==> src/source/cnn_macros.svh <==
`ifndef CNN_MACROS_SVH
`define CNN_MACROS_SVH

// ----------------------------------------------------------
// image and memory geometry
// ----------------------------------------------------------
`define CNN_IMG_W 64 // image side, also layer-0 side
`define CNN_PIX_W 20 // pixel and memory data width
`define CNN_ADDR_W 12 // memory address width

// ----------------------------------------------------------
// arithmetic widths
// ----------------------------------------------------------
`define CNN_COEF_W 24 // transformed kernel coefficient
`define CNN_ACC_W 40 // products and sums
`define CNN_FRAC_W 20 // fraction bits dropped when rounding

// channel select codes on the layer memory bus
`define CNN_SEL_W 3
`define CNN_SEL_L0 3'd1 // conv output, 64x64
`define CNN_SEL_L1 3'd3 // pooled output, 32x32

`endif

==> src/source/cnnMemPkg.sv <==
`include "cnn_macros.svh"

// memory-side view of the layer: what travels on the buses
package cnnMemPkg;

	typedef logic [`CNN_PIX_W-1:0] pixel_t; // unsigned pixel / memory word
	typedef logic [`CNN_ADDR_W-1:0] addr_t;
	typedef logic [`CNN_SEL_W-1:0] memSel_t; // channel code

	// one write to a layer memory, valid when en is high
	typedef struct packed {
		logic en;
		memSel_t sel;
		addr_t addr;
		pixel_t data;
	} memWrite_t;

	// one read, data comes back at the end of the same cycle
	typedef struct packed {
		logic en;
		memSel_t sel;
		addr_t addr;
	} memRead_t;

endpackage

==> src/source/winogradPkg.sv <==
`include "cnn_macros.svh"

// arithmetic-side view: tiles, accumulators, kernel
package winogradPkg;

	typedef logic signed [`CNN_PIX_W-1:0] tileVal_t; // one tile element
	typedef tileVal_t [15:0] tile_t; // 4x4 tile, row-major, [0] top-left
	typedef logic signed [`CNN_ACC_W-1:0] acc_t;
	typedef logic signed [`CNN_COEF_W-1:0] coef_t;
	typedef cnnMemPkg::pixel_t [3:0] quad_t; // 2x2 outputs, row-major

	// ----------------------------------------------------------
	// kernel already in the Winograd domain, G g Gt
	// ----------------------------------------------------------
	localparam coef_t KERNEL [16] = '{
		24'h0A89E0,
		24'h0D45B0,
		24'h041860,
		24'h06D430,
		24'h02FBC8,
		24'hFF468C,
		24'hFFF2BC,
		24'hFC3D80,
		24'h01FB88,
		24'h06D844,
		24'h007B84,
		24'h055840,
		24'hFA6D70,
		24'hF8D920,
		24'hFC55E0,
		24'hFAC190
	};

	localparam tileVal_t BIAS = 20'h01310; // same fixed point as a pixel

endpackage

==> src/source/tileLoader.sv <==
`include "cnn_macros.svh"

module tileLoader (
	input  logic clk,
	input  logic reset,
	input  logic start,
	input  logic nextTile,
	output cnnMemPkg::addr_t iaddr,
	input  cnnMemPkg::pixel_t idata,
	output logic tileValid,
	output winogradPkg::tile_t tile,
	output logic [5:0] tileRow,
	output logic [5:0] tileCol,
	output logic convDone
);
	import cnnMemPkg::*;
	import winogradPkg::*;

	localparam logic [5:0] lastPos = 6'(`CNN_IMG_W - 2); // origin of the last tile

	typedef enum logic [1:0] {sIdle, sLoad, sHold} state_t;

	state_t state;
	logic [4:0] reqIdx; // pixel being addressed, 16 = drain last one
	logic [3:0] capIdx; // pixel whose data is on idata now
	logic padCur; // pixel on the bus is padding
	logic [6:0] pixRow, pixCol;
	logic inImg;
	logic lastTile;

	// tile covers origin-1 .. origin+2; -1 and 64 both land >= 64 here
	assign pixRow = {1'b0, tileRow} + 7'(reqIdx[3:2]) - 7'd1;
	assign pixCol = {1'b0, tileCol} + 7'(reqIdx[1:0]) - 7'd1;
	assign inImg = (pixRow < 7'(`CNN_IMG_W)) && (pixCol < 7'(`CNN_IMG_W));
	assign capIdx = reqIdx[3:0] - 4'd1; // wraps to 15 on the drain step
	assign lastTile = (tileRow == lastPos) && (tileCol == lastPos);

	always_ff @(posedge clk or posedge reset) begin
		if (reset) begin
			state <= sIdle;
			reqIdx <= '0;
			padCur <= 1'b0;
			iaddr <= '0;
			tileRow <= '0;
			tileCol <= '0;
			tileValid <= 1'b0;
			convDone <= 1'b0;
		end else begin
			tileValid <= 1'b0;
			convDone <= 1'b0;
			case (state)
				sIdle: if (start) begin
					tileRow <= '0;
					tileCol <= '0;
					reqIdx <= '0;
					state <= sLoad;
				end
				sLoad: begin
					if (!reqIdx[4]) begin
						padCur <= !inImg;
						if (inImg) // padding keeps the bus quiet
							iaddr <= addr_t'({pixRow[5:0], pixCol[5:0]});
						reqIdx <= reqIdx + 5'd1;
					end else begin
						tileValid <= 1'b1;
						state <= sHold;
					end
				end
				sHold: if (nextTile) begin // quad is written, move on
					reqIdx <= '0;
					if (lastTile) begin
						convDone <= 1'b1;
						state <= sIdle;
					end else begin
						tileCol <= tileCol + 6'd2; // wraps to 0 past the edge
						if (tileCol == lastPos)
							tileRow <= tileRow + 6'd2;
						state <= sLoad;
					end
				end
				default: state <= sIdle;
			endcase
		end
	end

	// capture lags the address by one step
	always_ff @(posedge clk) begin
		if (state == sLoad && reqIdx != 5'd0)
			tile[capIdx] <= padCur ? '0 : tileVal_t'(idata);
	end

	addrOnlyWhileLoading: assert property (@(posedge clk) disable iff (reset)
		!$stable(iaddr) |-> $past(state) == sLoad)
		else $error("iaddr moved outside a tile fetch");

endmodule

==> config.mk <==
export PLATFORM = sky130hd
export DESIGN_NAME = tileLoader
export DESIGN_NICKNAME = d
export VERILOG_FILES = /design/src/source/cnnMemPkg.sv /design/src/source/winogradPkg.sv /design/src/source/tileLoader.sv
export VERILOG_INCLUDE_DIRS = /design/src /design/src/source
export SDC_FILE = /design/constraint.sdc
export NUM_CORES = 1
export LEC_CHECK = 0
export ABC_CLOCK_PERIOD_IN_PS = 3600
export BUFFER_PORTS_ARGS = -buffer_cell sky130_fd_sc_hd__buf_4
export CORE_UTILIZATION = 40
export CTS_CLUSTER_SIZE = 14
export DETAILED_ROUTE_END_ITERATION = 6
export PLACE_DENSITY = 0.75
export REMOVE_ABC_BUFFERS = 1
export SYNTH_ARGS = -nofsm -noshare
export SYNTH_HDL_FRONTEND = slang
export SYNTH_SLANG_ARGS = --single-unit
export TNS_END_PERCENT = 5
==> constraint.sdc <==
create_clock -name clk -period 3.6 [get_ports clk]
set_clock_uncertainty 0.15 [all_clocks]
set_input_delay 0.36 -clock clk [delete_from_list [all_inputs] [get_ports clk]]
set_output_delay 0.36 -clock clk [all_outputs]
set_load 0.1 [all_outputs]
==> impl_metrics.env <==
export IMPL_status="complete, no violations"
export IMPL_die_x_um=175
export IMPL_ys_warn_count=0
export IMPL_cpMaxStageDelayCell="nor2_2"
export IMPL_crit_type="reg -> reg"
export IMPL_synthArstFlopShare_pct=9.09
export IMPL_htreeDepth=2
export IMPL_worstSetupEndpoint="tile[92]"
export IMPL_finalNonFillerCells=1393
export IMPL_crit_cells=6
export IMPL_grt_pass1_wl_mm=44.5
export IMPL_ys_flop_type="edfxtp_1"
export IMPL_nets=1036
export IMPL_diodes=0
export IMPL_synth_seq_area_share_pct=87.2
export IMPL_synth_cell_types=44
export IMPL_hp_class="in -> reg"
export IMPL_placed_area_sq_um=15400
export IMPL_drv_cap=0
export IMPL_antenna_found_initial=0
export IMPL_rsz0062_at_grt="false"
export IMPL_overflow=0
export IMPL_drive_gt1_share_pct=46.6
export IMPL_required_ns=3.65
export IMPL_initial_core_util_pct=41.1
export IMPL_path_cells="inv_1 > ha_1 > a31oi_1 > nand2_1 > nor2_2 > buf_4"
export IMPL_area_growth_syn_to_layout_pct=38.6
export IMPL_worst_path_max_fanout=12
export IMPL_tightest_slew_ns=1.21
export IMPL_syn_area_sq_um=11900
export IMPL_dieArea_sq_um=30500
export IMPL_dr_pass1_iters=4
export IMPL_syn_area_per_cell_sq_um=21.2
export IMPL_irDropWorstVdd_v=0.000685
export IMPL_cp_arrival_ns=3.05
export IMPL_drt_iter0_drc=574
export IMPL_hp_start="start"
export IMPL_hpwl_mm=20.5
export IMPL_startpoint="reqIdx[0]"
export IMPL_relSlewSlack_pct=19.0
export IMPL_r2r_cells=6
export IMPL_portBuffers=367
export IMPL_critPathTopFamily="simple AND/OR/NAND/NOR gates"
export IMPL_leakage_nw=6.52
export IMPL_setup_slack_ns=0.595
export IMPL_yosys_register_bits=352
export IMPL_start_kind="flip-flop"
export IMPL_synth_edf_count=320
export IMPL_clk_pin_slew_ns=0.06
export IMPL_cts_path_max_buffers=3
export IMPL_busiest_layer="met2"
export IMPL_synthTopCellsByArea="edfxtp_1, dfrtp_1, ha_1"
export IMPL_dieHeight_um=175
export IMPL_use_met3_pct=4.20
export IMPL_rrSetupSlack_ns=0.59
export IMPL_vias=6669
export IMPL_design_area_sq_um=16500
export IMPL_drc_errors=0
export IMPL_finalMaxSlewViolations=0
export IMPL_synth_top_area_share_pct=80.5
export IMPL_clock_fmax_mhz=333
export IMPL_fin_crit_ns=3.01
export IMPL_grt_max_degree=33
export IMPL_max_stage_delay_ns=0.70
export IMPL_drt_wl_total_mm=31.7
export IMPL_cts_tree="done"
export IMPL_io_pins=370
export IMPL_ant_nets=0
export IMPL_cts_sinks=352
export IMPL_hold_violations=0
export IMPL_setup_viol=0
export IMPL_dpl_cell_count=1328
export IMPL_routedWlPerCell_um=22.8
export IMPL_grt_use_met1_pct=26.3
export IMPL_synth_largest_area_cell="edfxtp_1"
export IMPL_gp_congestion=0.823
export IMPL_coreArea_sq_um=29000
export IMPL_num_rows=62
export IMPL_finalCritPeriodShare_pct=83.5
export IMPL_dp_slack_ns=0.595
export IMPL_cts_root_buf="clkbuf_16"
export IMPL_end_kind="flip-flop"
export IMPL_grt_use_total_pct=20.3
export IMPL_post_cts_resized=0
export IMPL_setup_tns_ns=0
export IMPL_critPathBufInv=2
export IMPL_numCtsBuffers=36
export IMPL_synthCells=564
export IMPL_grt_pass1_vias=6648
export IMPL_viasPerCell=4.79
export IMPL_fin_util_pct=57.0
export IMPL_r2r_start="reqIdx[0]"
export IMPL_r2r_end="tile[92]"
export IMPL_clock_latency_ns=0.50
export IMPL_power_density_nw_per_um2=979
export IMPL_use_met2_pct=34.5
## worst min-delay path by stage
stage / to / slack [ns] / cells after the start
2_1_floorplan: state[1] / 0.31 / 1
3_3_place_gp: tileCol[3] / 0.33 / 3
3_5_place_dp: tileCol[3] / 0.33 / 3
4_1_cts: tileCol[5] / 0.18 / 3
5_1_grt: tileCol[5] / 0.19 / 3
6_report: tileCol[4] / 0.20 / 3
## area by class of cell
cell class              instances  area, sq um
fillers                      2191        12500
flip-flops and latches        352        10400
repair buffers                388         2920
multi-input cells             183         1510
clock buffers                  44          952
well taps                     384          480
clock inverters                19          184
inverters                      23         86.3
## routing by layer
layer,vias up,wire length (um),part of all wire (%)
li1,2960,-,-
met1,3354,13100,41
met2,312,16000,50
met3,43,1960,6.2
met4,0,719,2.3
met5,-,0,0
## cell usage in the layout, fill, tap and decap left out, types with 3 or more instances in the layout
master / netlist / final
a21o_1: 5 / 5
a21oi_1: 7 / 7
buf_4: 2 / 386
bufinv_16: 0 / 3
clkbuf_1: 4 / 7
clkbuf_16: 0 / 37
clkinv_1: 0 / 6
clkinv_2: 0 / 3
clkinvlp_4: 0 / 4
dfrtp_1: 32 / 32
edfxtp_1: 320 / 320
ha_1: 26 / 26
inv_1: 23 / 23
inv_6: 0 / 3
mux2_2: 3 / 3
mux2_4: 7 / 7
mux2i_1: 5 / 5
nand2_1: 11 / 11
nand2b_1: 3 / 3
nand3_1: 8 / 8
nand4_1: 3 / 3
nor2_1: 29 / 13
nor2_2: 1 / 3
nor2_4: 0 / 14
nor2b_1: 25 / 24
o21ai_0: 9 / 9
xnor2_1: 12 / 12
## worst reg2reg max path: stages, from the launching register on
cell and delay, ns:
dfrtp_1 0.50, inv_1 0.16, ha_1 0.25, a31oi_1 0.32, nand2_1 0.30, nor2_2 0.70
buf_4 0.32
## cell families after synthesis
kind of cell    count (synthesis)  share of synthesized area, %
flops                         352                          87.2
simple gates                   93                          4.30
compound gates                 31                          1.68
buf+inv                        30                          1.07
fa+ha+maj                      28                          3.06
mux                            15                          1.58
xor+xnor                       14                          1.03
other cells                     1                        0.0314
## sequential cells by signal, indices dropped and copies added (netlist names)
register and flops:
reqIdx 5, padCur 1, iaddr 12, tileRow 5, convDone 1, tileValid 1
tileCol 5, tile 320, state 2
## through the flow
stage	hold WS (ns)	total power, mW
global route	0.191	16.7
finish	0.199	16.2
detailed placement	0.334	12.7
CTS	0.178	16.3
floorplan	0.307	10.9
global placement	0.330	12.6
## repair_timing
item	in CTS	in global routing
setup buffers	0	0
endpoints found under the setup margin	0	0
hold buffers	2	0
endpoints found under the hold margin	34	0
## Yosys cell counts (2+ instances only)
cell type and n:
edfxtp_1 320, dfrtp_1 32, nor2_1 29, ha_1 26, nor2b_1 25, inv_1 23
xnor2_1 12, nand2_1 11, o21ai_0 9, nand3_1 8, a21oi_1 7, mux2_4 7
a21o_1 5, mux2i_1 5, clkbuf_1 4, mux2_2 3, nand2b_1 3, nand4_1 3
a31oi_1 2, and3_1 2, buf_4 2, fa_1 2, or3_1 2, xor2_1 2
## report_power, final
group | internal (mW) | switching [mW]
sequential | 5.41 | 0.350
clock | 2.11 | 1.48
combinational | 1.27 | 5.58
Power figures use the tool's default switching activity.
