===== src/source/cnn_macros.svh =====
`ifndef CNN_MACROS_SVH
`define CNN_MACROS_SVH

// ----------------------------------------------------------
// image and memory geometry
// ----------------------------------------------------------
`define CNN_IMG_W 64 // image side, also layer-0 side
`define CNN_PIX_W 20 // pixel and memory data width
`define CNN_ADDR_W 12 // memory address width

// ----------------------------------------------------------
// arithmetic widths
// ----------------------------------------------------------
`define CNN_COEF_W 24 // transformed kernel coefficient
`define CNN_ACC_W 40 // products and sums
`define CNN_FRAC_W 20 // fraction bits dropped when rounding

// channel select codes on the layer memory bus
`define CNN_SEL_W 3
`define CNN_SEL_L0 3'd1 // conv output, 64x64
`define CNN_SEL_L1 3'd3 // pooled output, 32x32

`endif


===== src/source/cnnMemPkg.sv =====
`include "cnn_macros.svh"

// memory-side view of the layer: what travels on the buses
package cnnMemPkg;

	typedef logic [`CNN_PIX_W-1:0] pixel_t; // unsigned pixel / memory word
	typedef logic [`CNN_ADDR_W-1:0] addr_t;
	typedef logic [`CNN_SEL_W-1:0] memSel_t; // channel code

	// one write to a layer memory, valid when en is high
	typedef struct packed {
		logic en;
		memSel_t sel;
		addr_t addr;
		pixel_t data;
	} memWrite_t;

	// one read, data comes back at the end of the same cycle
	typedef struct packed {
		logic en;
		memSel_t sel;
		addr_t addr;
	} memRead_t;

endpackage


===== src/source/maxPool.sv =====
`include "cnn_macros.svh"

module maxPool (
	input  logic clk,
	input  logic reset,
	input  logic start,
	output cnnMemPkg::memRead_t rd,
	input  cnnMemPkg::pixel_t cdataRd,
	output cnnMemPkg::memWrite_t wr,
	output logic done
);
	import cnnMemPkg::*;

	logic running;
	logic [2:0] step; // 0..3 read, 4 write
	logic [4:0] outX, outY; // layer-1 position
	logic [4:0] nextX, nextY;
	pixel_t maxVal, maxNext;

	assign maxNext = (step == 3'd0 || cdataRd > maxVal) ? cdataRd : maxVal;
	assign nextX = outX + 5'd1;
	assign nextY = (outX == 5'd31) ? outY + 5'd1 : outY;

	// k picks the pixel inside the 2x2 group, row-major
	function automatic memRead_t groupRead(logic [4:0] gy, logic [4:0] gx, logic [1:0] k);
		return '{en: 1'b1, sel: `CNN_SEL_L0, addr: {gy, k[1], gx, k[0]}};
	endfunction

	always_ff @(posedge clk or posedge reset) begin
		if (reset) begin
			running <= 1'b0;
			step <= '0;
			outX <= '0;
			outY <= '0;
			rd <= '0;
			wr <= '0;
			done <= 1'b0;
		end else begin
			done <= 1'b0;
			if (!running) begin
				if (start) begin
					running <= 1'b1;
					step <= '0;
					outX <= '0;
					outY <= '0;
					rd <= groupRead(5'd0, 5'd0, 2'd0);
				end
			end else if (step != 3'd4) begin
				if (step == 3'd3) begin // last data lands now, write it
					rd.en <= 1'b0;
					wr <= '{en: 1'b1, sel: `CNN_SEL_L1, addr: {2'b00, outY, outX},
						data: maxNext};
				end else
					rd <= groupRead(outY, outX, step[1:0] + 2'd1);
				step <= step + 3'd1;
			end else begin
				wr.en <= 1'b0;
				step <= '0;
				outX <= nextX;
				outY <= nextY;
				if (outX == 5'd31 && outY == 5'd31) begin
					running <= 1'b0;
					done <= 1'b1;
				end else
					rd <= groupRead(nextY, nextX, 2'd0);
			end
		end
	end

	// running max of the group
	always_ff @(posedge clk) begin
		if (running && step != 3'd4)
			maxVal <= maxNext;
	end

	oneAccessPerCycle: assert property (@(posedge clk) disable iff (reset)
		!(rd.en && wr.en))
		else $error("read and write issued together");

endmodule


===== config.mk =====
export PLATFORM = sky130hd
export DESIGN_NAME = maxPool
export DESIGN_NICKNAME = d
export VERILOG_FILES = /design/src/source/cnnMemPkg.sv /design/src/source/maxPool.sv
export VERILOG_INCLUDE_DIRS = /design/src /design/src/source
export SDC_FILE = /design/constraint.sdc
export NUM_CORES = 1
export LEC_CHECK = 0
export BUFFER_PORTS_ARGS = -buffer_cell sky130_fd_sc_hd__buf_4
export CAP_MARGIN = 10
export CORE_MARGIN = 2
export CORE_UTILIZATION = 55
export CTS_CLUSTER_SIZE = 24
export DETAILED_ROUTE_END_ITERATION = 16
export PLACE_DENSITY = 0.78
export SETUP_SLACK_MARGIN = 0.02
export SYNTH_ARGS = -nofsm -noshare
export SYNTH_HDL_FRONTEND = slang
export SYNTH_SLANG_ARGS = --single-unit
export TNS_END_PERCENT = 50

===== constraint.sdc =====
create_clock -name clk -period 5.45 [get_ports clk]
set_clock_uncertainty 0.15 [all_clocks]
set_input_delay 0 -clock clk [delete_from_list [all_inputs] [get_ports clk]]
set_output_delay 0 -clock clk [all_outputs]
set_load 0.1 [all_outputs]

==> flow_summary.ini, run 1 <==
[outcome]
outcome = completed

[critical_path]
crit_arrival_ps = 3570
worstSetupPathType = flip-flop to flip-flop
critPathLaunchType = flip-flop
end_kind = flip-flop
worst_ep_required_time_ps = 5400
cp_slowest_cell = o21bai_4
critical_path.max_fanout = 42
path_cells = inv_1 -> ha_1 -> a211oi_1 -> nor2_1 -> o21bai_4 -> o211a_1 -> buf_4 -> o211ai_1
max_stage_delay_ps = 820

[hold_path]
holdCritPathClass = input port to async pin

[global_route]
grt-ovfl-total = 0
groute.usage.overall = 0.264
grt_pass1_wl_um = 20400
grt_max_degree = 62
grt_pass1_vias = 4155
antenna_found_initial = 0

[final_layout]
multi_input_area_mm2 = 0.00234
regArea_mm2 = 0.00213
diodes = 0
area_growth_pct = 19.4
nFillCells = 638
drive_gt1_frac = 0.178
fin_nets = 630

[logic_synthesis]
synth_edf_count = 20
synth_cell_types = 46
synthMuxAreaShare = 0.0134
post-synth-top-area-cell = dfrtp_1
synth_compound_area_frac = 0.240
synth_cells = 514
syn_area_per_cell_um2 = 9.25
yosysSeqAreaShare = 0.447
synth_most_common_cell = nand2_1
ys_async_sr_fraction = 0.753
syn_area_mm2 = 0.00475
synth.area.top_cells = dfrtp_1, edfxtp_1, nand2_1
synthFlopType = dfrtp_1
synth_xor_area_frac = 0.0111
yosysWarnings = 0
yosysTopAreaCellShare = 0.321
yosys-top-cells-count = nand2_1, dfrtp_1, o2111ai_1
synth-simple-area-share = 0.147
synth_fa_ha_area_frac = 0.0711
ys_ff_latch = 81
synth_top_family_by_area = compound AO/OA/AOI/OAI gates

[sta]
fmax_mhz = 276
hold_viol = 0
max-slew-margin-rel = 0.252
setup-tns-final_ps = 0
worstMarginPinSlew_ps = 1120
fin_crit_ps = 3630
slew_viol_final = 0
rsz0062_at_grt = no
finalCritPeriodShare = 0.666
report.final.setup_viol = 0

[run]
drv_cap = 0

[clock_tree]
cts.path.max_buffers = 2
path_clk_slew_ps = 90
clock_latency_ps = 360
cts-htree-levels = 3
tritoncts = built
cts_resized = 0
clock_sinks = 81
root_buffer = clkbuf_8
cts_buffers = 9

[floorplanning]
rows = 33
die-width_um = 97.0
die_h_um = 97.0
die_area_mm2 = 0.00940
design.core.area_mm2 = 0.00830
io_pins = 76
start_util = 0.573

[routing]
detailroute.via_count = 4267
first_pass_iters = 5
drt-wirelength-per-cell_um = 17.8
via_per_inst = 6.18
ant_nets = 0
drc_errors = 0
first_iter_violations = 348
routed_wl_um = 12300

[placement]
gp_congestion = 0.831
port_buffers = 70
dp_hpwl_um = 7830
path summary, 6_finish.rpt:
path                                startpoint              endpoint  slack, ps  cells after the start
min reg2reg                 wr[24]$_DFFE_PP0P_    wr[24]$_DFFE_PP0P_        330                      2
max in group asynchronous                reset     rd[7]$_DFFE_PP0P_       4350                      4
min in group clk                   cdataRd[18]    wr[18]$_DFFE_PP0P_        310                      3
max                        maxVal[5]$_DFFE_PP_  maxVal[10]$_DFFE_PP_       1820                      8
max reg2reg                maxVal[5]$_DFFE_PP_  maxVal[10]$_DFFE_PP_       1820                      8
min                                      reset    wr[21]$_DFFE_PP0P_        270                      4
sequential cells by signal, summed over array words and instances, names as in the netlist:
signal,count
outY,5
step,3
running,1
wr,32
outX,5
maxVal,20
rd,14
done,1
logic make-up after synthesis:
kind of cell	after synthesis
muxes	6
AOI/OAI and AO/OA	149
buffers and inverters	76
DFF	81
xor gates and xnor gates	6
and+or+nand+nor	168
adders and majority gates	27
other	1
per-stage QoR:
step	util	area, um^2	setup WS (ps)	hold WS, ps	instances
5_1_grt	0.684	5670	1690	315	690
2_1_floorplan	-	4770	2900	26.8	518
4_1_cts	0.684	5670	1910	302	690
3_5_place_dp	0.636	5280	1900	141	652
3_3_place_gp	0.636	5280	1990	134	652
6_report	0.684	5670	1820	267	690
layer usage:
| metal | vias to the layer above | track usage | part of all wire |
|---|---|---|---|
| li1 | 2014 | - | - |
| met1 | 2068 | 0.380 | 0.46 |
| met2 | 163 | 0.406 | 0.47 |
| met3 | 22 | 0.0376 | 0.055 |
| met4 | 0 | 0.105 | 0.021 |
| met5 | - | 0 | 0 |
what timing repair did:
action	in CTS	in global routing
endpoints found under the hold margin	113	0
setup endpoints to repair	0	0
hold buffers	22	0
buffers inserted	0	0
cell usage in the layout, fill, tap and decap left out, types with 5 or more instances in the layout:
cell type and count:
nand2_1 115, dfrtp_1 61, a31oi_1 20, o21ai_0 20, o211ai_1 20, inv_1 28
edfxtp_1 20, xnor2_1 5, dlygate4sd3_1 22, buf_4 76, clkbuf_8 10, o2111ai_1 39
and3_1 6, a21oi_1 11, nand4_1 5, nor2_1 26, conb_1 5, ha_1 27
o311a_1 19
area by class of cell:
type / instances / area share
Clock buffer: 10 / 0.0243
Clock inverter: 6 / 0.00728
Inverter: 29 / 0.0192
Multi-Input combinational cell: 361 / 0.412
Sequential cell: 81 / 0.375
Tap cell: 105 / 0.0232
Timing Repair Buffer: 98 / 0.139
worst max-delay path: cells and delay by family (launching register included):
kind	cells	cell delay, ps
compound gates	4	1890
fa+ha+maj	1	250
buf+inv	2	490
flops	1	430
simple gates	1	140
Power of run 1 is not shown: default switching activity piles up to over one toggle a cycle in this logic, so the estimate is an artifact.
==> run 2, diff against run 1 <==
- clock period: 5.45 -> 3.7 ns (I/O delays scaled with it)
==> run 2 against run 1 <==
- flip-flop and latch count unchanged
- first-iteration DRC count is 9.2% higher
- final cell count grew 1.0%
- cell area is 0.57% higher
- worst setup slack worse by 1200 ps
- clock-buffer cell count is the same
- global-route usage about the same
- critical path depth did not move
- die area unchanged
- critical path type unchanged
- critical endpoint is now wr[11]$_DFFE_PP0P_
- largest cell class unchanged
- highest routed layer unchanged
==> flow_summary.ini, run 2 (synthesis results as in run 1) <==
[floorplanning]
die_h_um = 97.0
design.core.area_mm2 = 0.00830
rows = 33
die_area_mm2 = 0.00940
start_util = 0.573
die-width_um = 97.0
io_pins = 76

[critical_path]
rr_endpoint = wr[11]$_DFFE_PP0P_
reg2regPathDepth = 8
end_kind = flip-flop
worstSetupPathType = flip-flop to flip-flop
critical_path.max_fanout = 24
r2r_setup_slack_ps = 580
critPathLaunchType = flip-flop
crit_arrival_ps = 3210
worst_ep_required_time_ps = 3790
r2r-start = maxVal[18]$_DFFE_PP_

[final_layout]
fin_nets = 638
multi_input_area_mm2 = 0.00233
layout_common_cells = nand2_1, buf_4, dfrtp_1
regMostFlops = wr
final_common_cell = nand2_1
finalInstanceArea_mm2 = 0.00571
largest_register_ffs = 32
drive_gt1_frac = 0.182
diodes = 0
area_growth_pct = 20.1
regArea_mm2 = 0.00213
top_regs = wr: 32 flops, maxVal: 20 flops, rd: 14 flops
nFillCells = 654

[global_route]
grt_pass1_vias = 4154
grt-ovfl-total = 0
antenna_found_initial = 0
grt_max_degree = 49
grt_pass1_wl_um = 20400
groute.usage.overall = 0.265

[routing]
first_pass_iters = 5
detailroute.via_count = 4327
wl_met3_um = 1040
m1WireLength_um = 5550
top_layer = met4
met2_length_um = 5680
first_iter_violations = 380
via_per_inst = 6.21
drt-wirelength-per-cell_um = 17.9
routed_wl_um = 12500
drc_errors = 0
ant_nets = 0

[sta]
hold_viol = 0
finalCritPeriodShare = 0.843
worstMarginPinSlew_ps = 936
fin_crit_ps = 3120
setup-tns-final_ps = 0
max-slew-margin-rel = 0.375
report.final.setup_viol = 0
rsz0062_at_grt = no
slew_viol_final = 0
fmax_mhz = 321

[clock_tree]
clock_latency_ps = 360
post_cts_buffers = 0
cts_buffers = 9
root_buffer = clkbuf_8
cts-htree-levels = 3
tritoncts = built
cts.path.max_buffers = 2
clock_sinks = 81
path_clk_slew_ps = 90

[hold_path]
holdCritPathClass = input port to async pin

[placement]
port_buffers = 70
dp_hpwl_um = 8080
placed_area_mm2 = 0.00533
gp_congestion = 0.844

[run]
drv_cap = 0

[outcome]
outcome = completed
[run 2: metrics by stage]
stage	std cells	worst slack, ps	hold slack, ps	utilization
detailed placement	660	643	-92.1	0.642
CTS	697	620	73.2	0.688
global route	697	476	104	0.688
global placement	660	716	-102	0.642
floorplan	518	1150	26.8	-
finish	697	581	62.3	0.688
[run 2: final cells by class]
type,count,share of cell area
clock buffer,10,0.0224
clock inverter,5,0.00548
inverter,29,0.0191
multi-input combinational,361,0.408
sequential,81,0.373
tap,105,0.0230
timing repair buffer,106,0.149
[run 2: worst max path at each step]
| stage | start | to | slack [ps] | depth (start not counted) |
|---|---|---|---|---|
| 2_1_floorplan | maxVal[18]$_DFFE_PP_ | wr[10]$_DFFE_PP0P_ | 1150 | 8 |
| 3_3_place_gp | maxVal[18]$_DFFE_PP_ | wr[8]$_DFFE_PP0P_ | 720 | 8 |
| 3_5_place_dp | maxVal[18]$_DFFE_PP_ | wr[11]$_DFFE_PP0P_ | 640 | 8 |
| 4_1_cts | maxVal[18]$_DFFE_PP_ | wr[11]$_DFFE_PP0P_ | 620 | 8 |
| 5_1_grt | maxVal[18]$_DFFE_PP_ | wr[3]$_DFFE_PP0P_ | 480 | 8 |
| 6_report | maxVal[18]$_DFFE_PP_ | wr[11]$_DFFE_PP0P_ | 580 | 8 |
[run 2: metal layers]
metal,up-vias,GRT usage
met5,-,0
met3,18,0.0585
li1,2040,-
met2,203,0.399
met1,2066,0.381
met4,0,0.0878
[run 2: worst max-delay path, cell delays in order (launching register included)]
cell and delay [ps]:
edfxtp_1 380, inv_1 80, ha_1 330, nand4_1 150, or4_4 600, o21bai_4 190
o211a_1 420, buf_4 330, o311a_1 360
[run 2: timing repair]
| item | 4_1_cts | 5_1_grt |
|---|---|---|
| hold buffers | 22 | 0 |
| hold endpoints to repair | 72 | 0 |
| gates resized for setup | 0 | 0 |
Power of run 2 is left out for the same reason.
==> run 3, diff against run 2 <==
- ABC_AREA: default -> 1
- CORE_UTILIZATION: 55 -> 50
- PLACE_DENSITY: 0.78 -> 0.76
- clock period: 3.7 -> 2.7 ns (I/O delays scaled with it)
==> run 3 against run 2 <==
- critical path depth grew 4
- non-clock buffer count shrank 6
- first-iteration DRC count shrank 50%
==> flow_summary.ini, run 3 <==
[outcome]
outcome = completed

[global_route]
antenna_found_initial = 0
grt-ovfl-total = 0
grt_max_degree = 34
grt_pass1_wl_um = 15500
grt_pass1_vias = 3517
groute.usage.overall = 0.220

[floorplanning]
start_util = 0.513
die_area_mm2 = 0.00909
die_h_um = 95.4
io_pins = 76
die-width_um = 95.4
rows = 33
design.core.area_mm2 = 0.00813

[final_layout]
drive_gt1_frac = 0.179
largest_register_ffs = 32
diodes = 0
area_growth_pct = 24.9
layout_common_cells = nand2_1, buf_4, inv_1
final_cells = 690
final_common_cell = nand2_1
top_regs = wr: 32 flops, maxVal: 20 flops, rd: 14 flops
fin_nets = 630
regMostFlops = wr

[critical_path]
max_stage_delay_ps = 330
worst_ep_required_time_ps = 2660
cpMostUsedCell = nand2_1
end_kind = flip-flop
worstSetupPathType = flip-flop to flip-flop
path_cells = inv_1 -> ha_1 -> nand2_1 -> nor2_2 -> nand2_1 -> nor2_2 -> nand2_1 -> nand3_1 -> nand2_2 -> nand2_2 -> nand2_1 -> and2_1
crit_arrival_ps = 2280
critical_path.max_fanout = 20
cp_slowest_cell = edfxtp_1
critPathLaunchType = flip-flop

[hold_path]
holdCritPathClass = input port to async pin

[routing]
met2_length_um = 4750
drt-wirelength-per-cell_um = 13.5
top_layer = met4
via_per_inst = 4.93
m1WireLength_um = 4000
detailroute.via_count = 3402
first_iter_violations = 190
routed_wl_um = 9300
ant_nets = 0
drc_errors = 0
first_pass_iters = 4
wl_met3_um = 466

[logic_synthesis]
yosysSeqAreaShare = 0.510
yosysTopAreaCellShare = 0.366
synth_cells = 485
synth_most_common_cell = nand2_1
post-synth-top-area-cell = dfrtp_1
yosysWarnings = 0
synth_cell_types = 31
ys_async_sr_fraction = 0.753
syn_area_mm2 = 0.00417
yosys-top-cells-count = nand2_1, inv_1, dfrtp_1
syn_area_per_cell_um2 = 8.61
synth.area.top_cells = dfrtp_1, edfxtp_1, nand2_1
ys_ff_latch = 81
synthFlopType = dfrtp_1
synth_edf_count = 20

[clock_tree]
cts_resized = 0
post_cts_buffers = 0
root_buffer = clkbuf_8
tritoncts = built
path_clk_slew_ps = 80
cts_buffers = 9
cts.path.max_buffers = 2
clock_latency_ps = 350
clock_sinks = 81
cts-htree-levels = 3
cts_hold_buf = 22

[placement]
dp_hpwl_um = 6550
dp.cells = 652
gp_congestion = 0.821
port_buffers = 70
place_ws_ps = 398

[sta]
slew_viol_final = 0
hold_viol = 0
fmax_mhz = 431
setup_ws_ps = 381
fin_crit_ps = 2320
worstMarginPinSlew_ps = 679
setup-tns-final_ps = 0
finalCritPeriodShare = 0.859
rsz0062_at_grt = no
max-slew-margin-rel = 0.547
report.final.setup_viol = 0

[run]
drv_cap = 0
[run 3: metal layers]
metal  global-route usage  vias up
met4               0.0688        0
met1                0.272     1595
met2                0.393       75
met3               0.0348        8
met5                    0        -
li1                     -     1724
[run 3: final timing paths]
check	from	endpoint	slack (ps)	cells after the start
worst min-delay path	reset	wr[25]$_DFFE_PP0P_	170	3
worst min register to register	wr[12]$_DFFE_PP0P_	wr[12]$_DFFE_PP0P_	330	2
max in group asynchronous	reset	wr[10]$_DFFE_PP0P_	1540	4
worst max-delay path	maxVal[19]$_DFFE_PP_	maxVal[11]$_DFFE_PP_	380	12
min in group clk	wr[12]$_DFFE_PP0P_	wr[12]$_DFFE_PP0P_	330	2
worst max register to register	maxVal[19]$_DFFE_PP_	maxVal[11]$_DFFE_PP_	380	12
[run 3: cell families (layout without fill, tap and decap cells)]
| kind of cell | Yosys count | after routing | synth area share |
|---|---|---|---|
| adders and majority gates | 27 | 27 | 0.0809 |
| other | 1 | 5 | 0.000898 |
| AOI/OAI and AO/OA | 56 | 56 | 0.0728 |
| buffers and inverters | 94 | 190 | 0.0968 |
| DFF | 81 | 81 | 0.510 |
| and+or+nand+nor | 226 | 226 | 0.239 |
[run 3: cell type report]
class,instances,area [um^2]
clock buffers,11,131
inverters,74,278
well taps,105,131
flip-flops and latches,81,2130
clock inverters,5,80.1
repair buffers,100,806
fillers,685,2920
multi-input cells,314,1660
[run 3: worst max-delay path: cells and delay by family (launching register included)]
family / cells / cell delay [ps]
AND/OR/NAND/NOR: 10 / 1240
flip-flops: 1 / 330
adder cells (fa/ha/maj): 1 / 290
buffers and inverters: 1 / 50
[run 3: metrics by stage]
stage | util | hold slack, ps | cell area [um^2]
final | 0.641 | 166 | 5210
after global routing | 0.641 | 239 | 5210
after CTS | 0.641 | 174 | 5210
after detailed placement | 0.588 | 7.97 | 4780
after global placement | 0.588 | -7.33 | 4780
after floorplan | - | 64.4 | 4190
Power of run 3 is left out for the same reason.
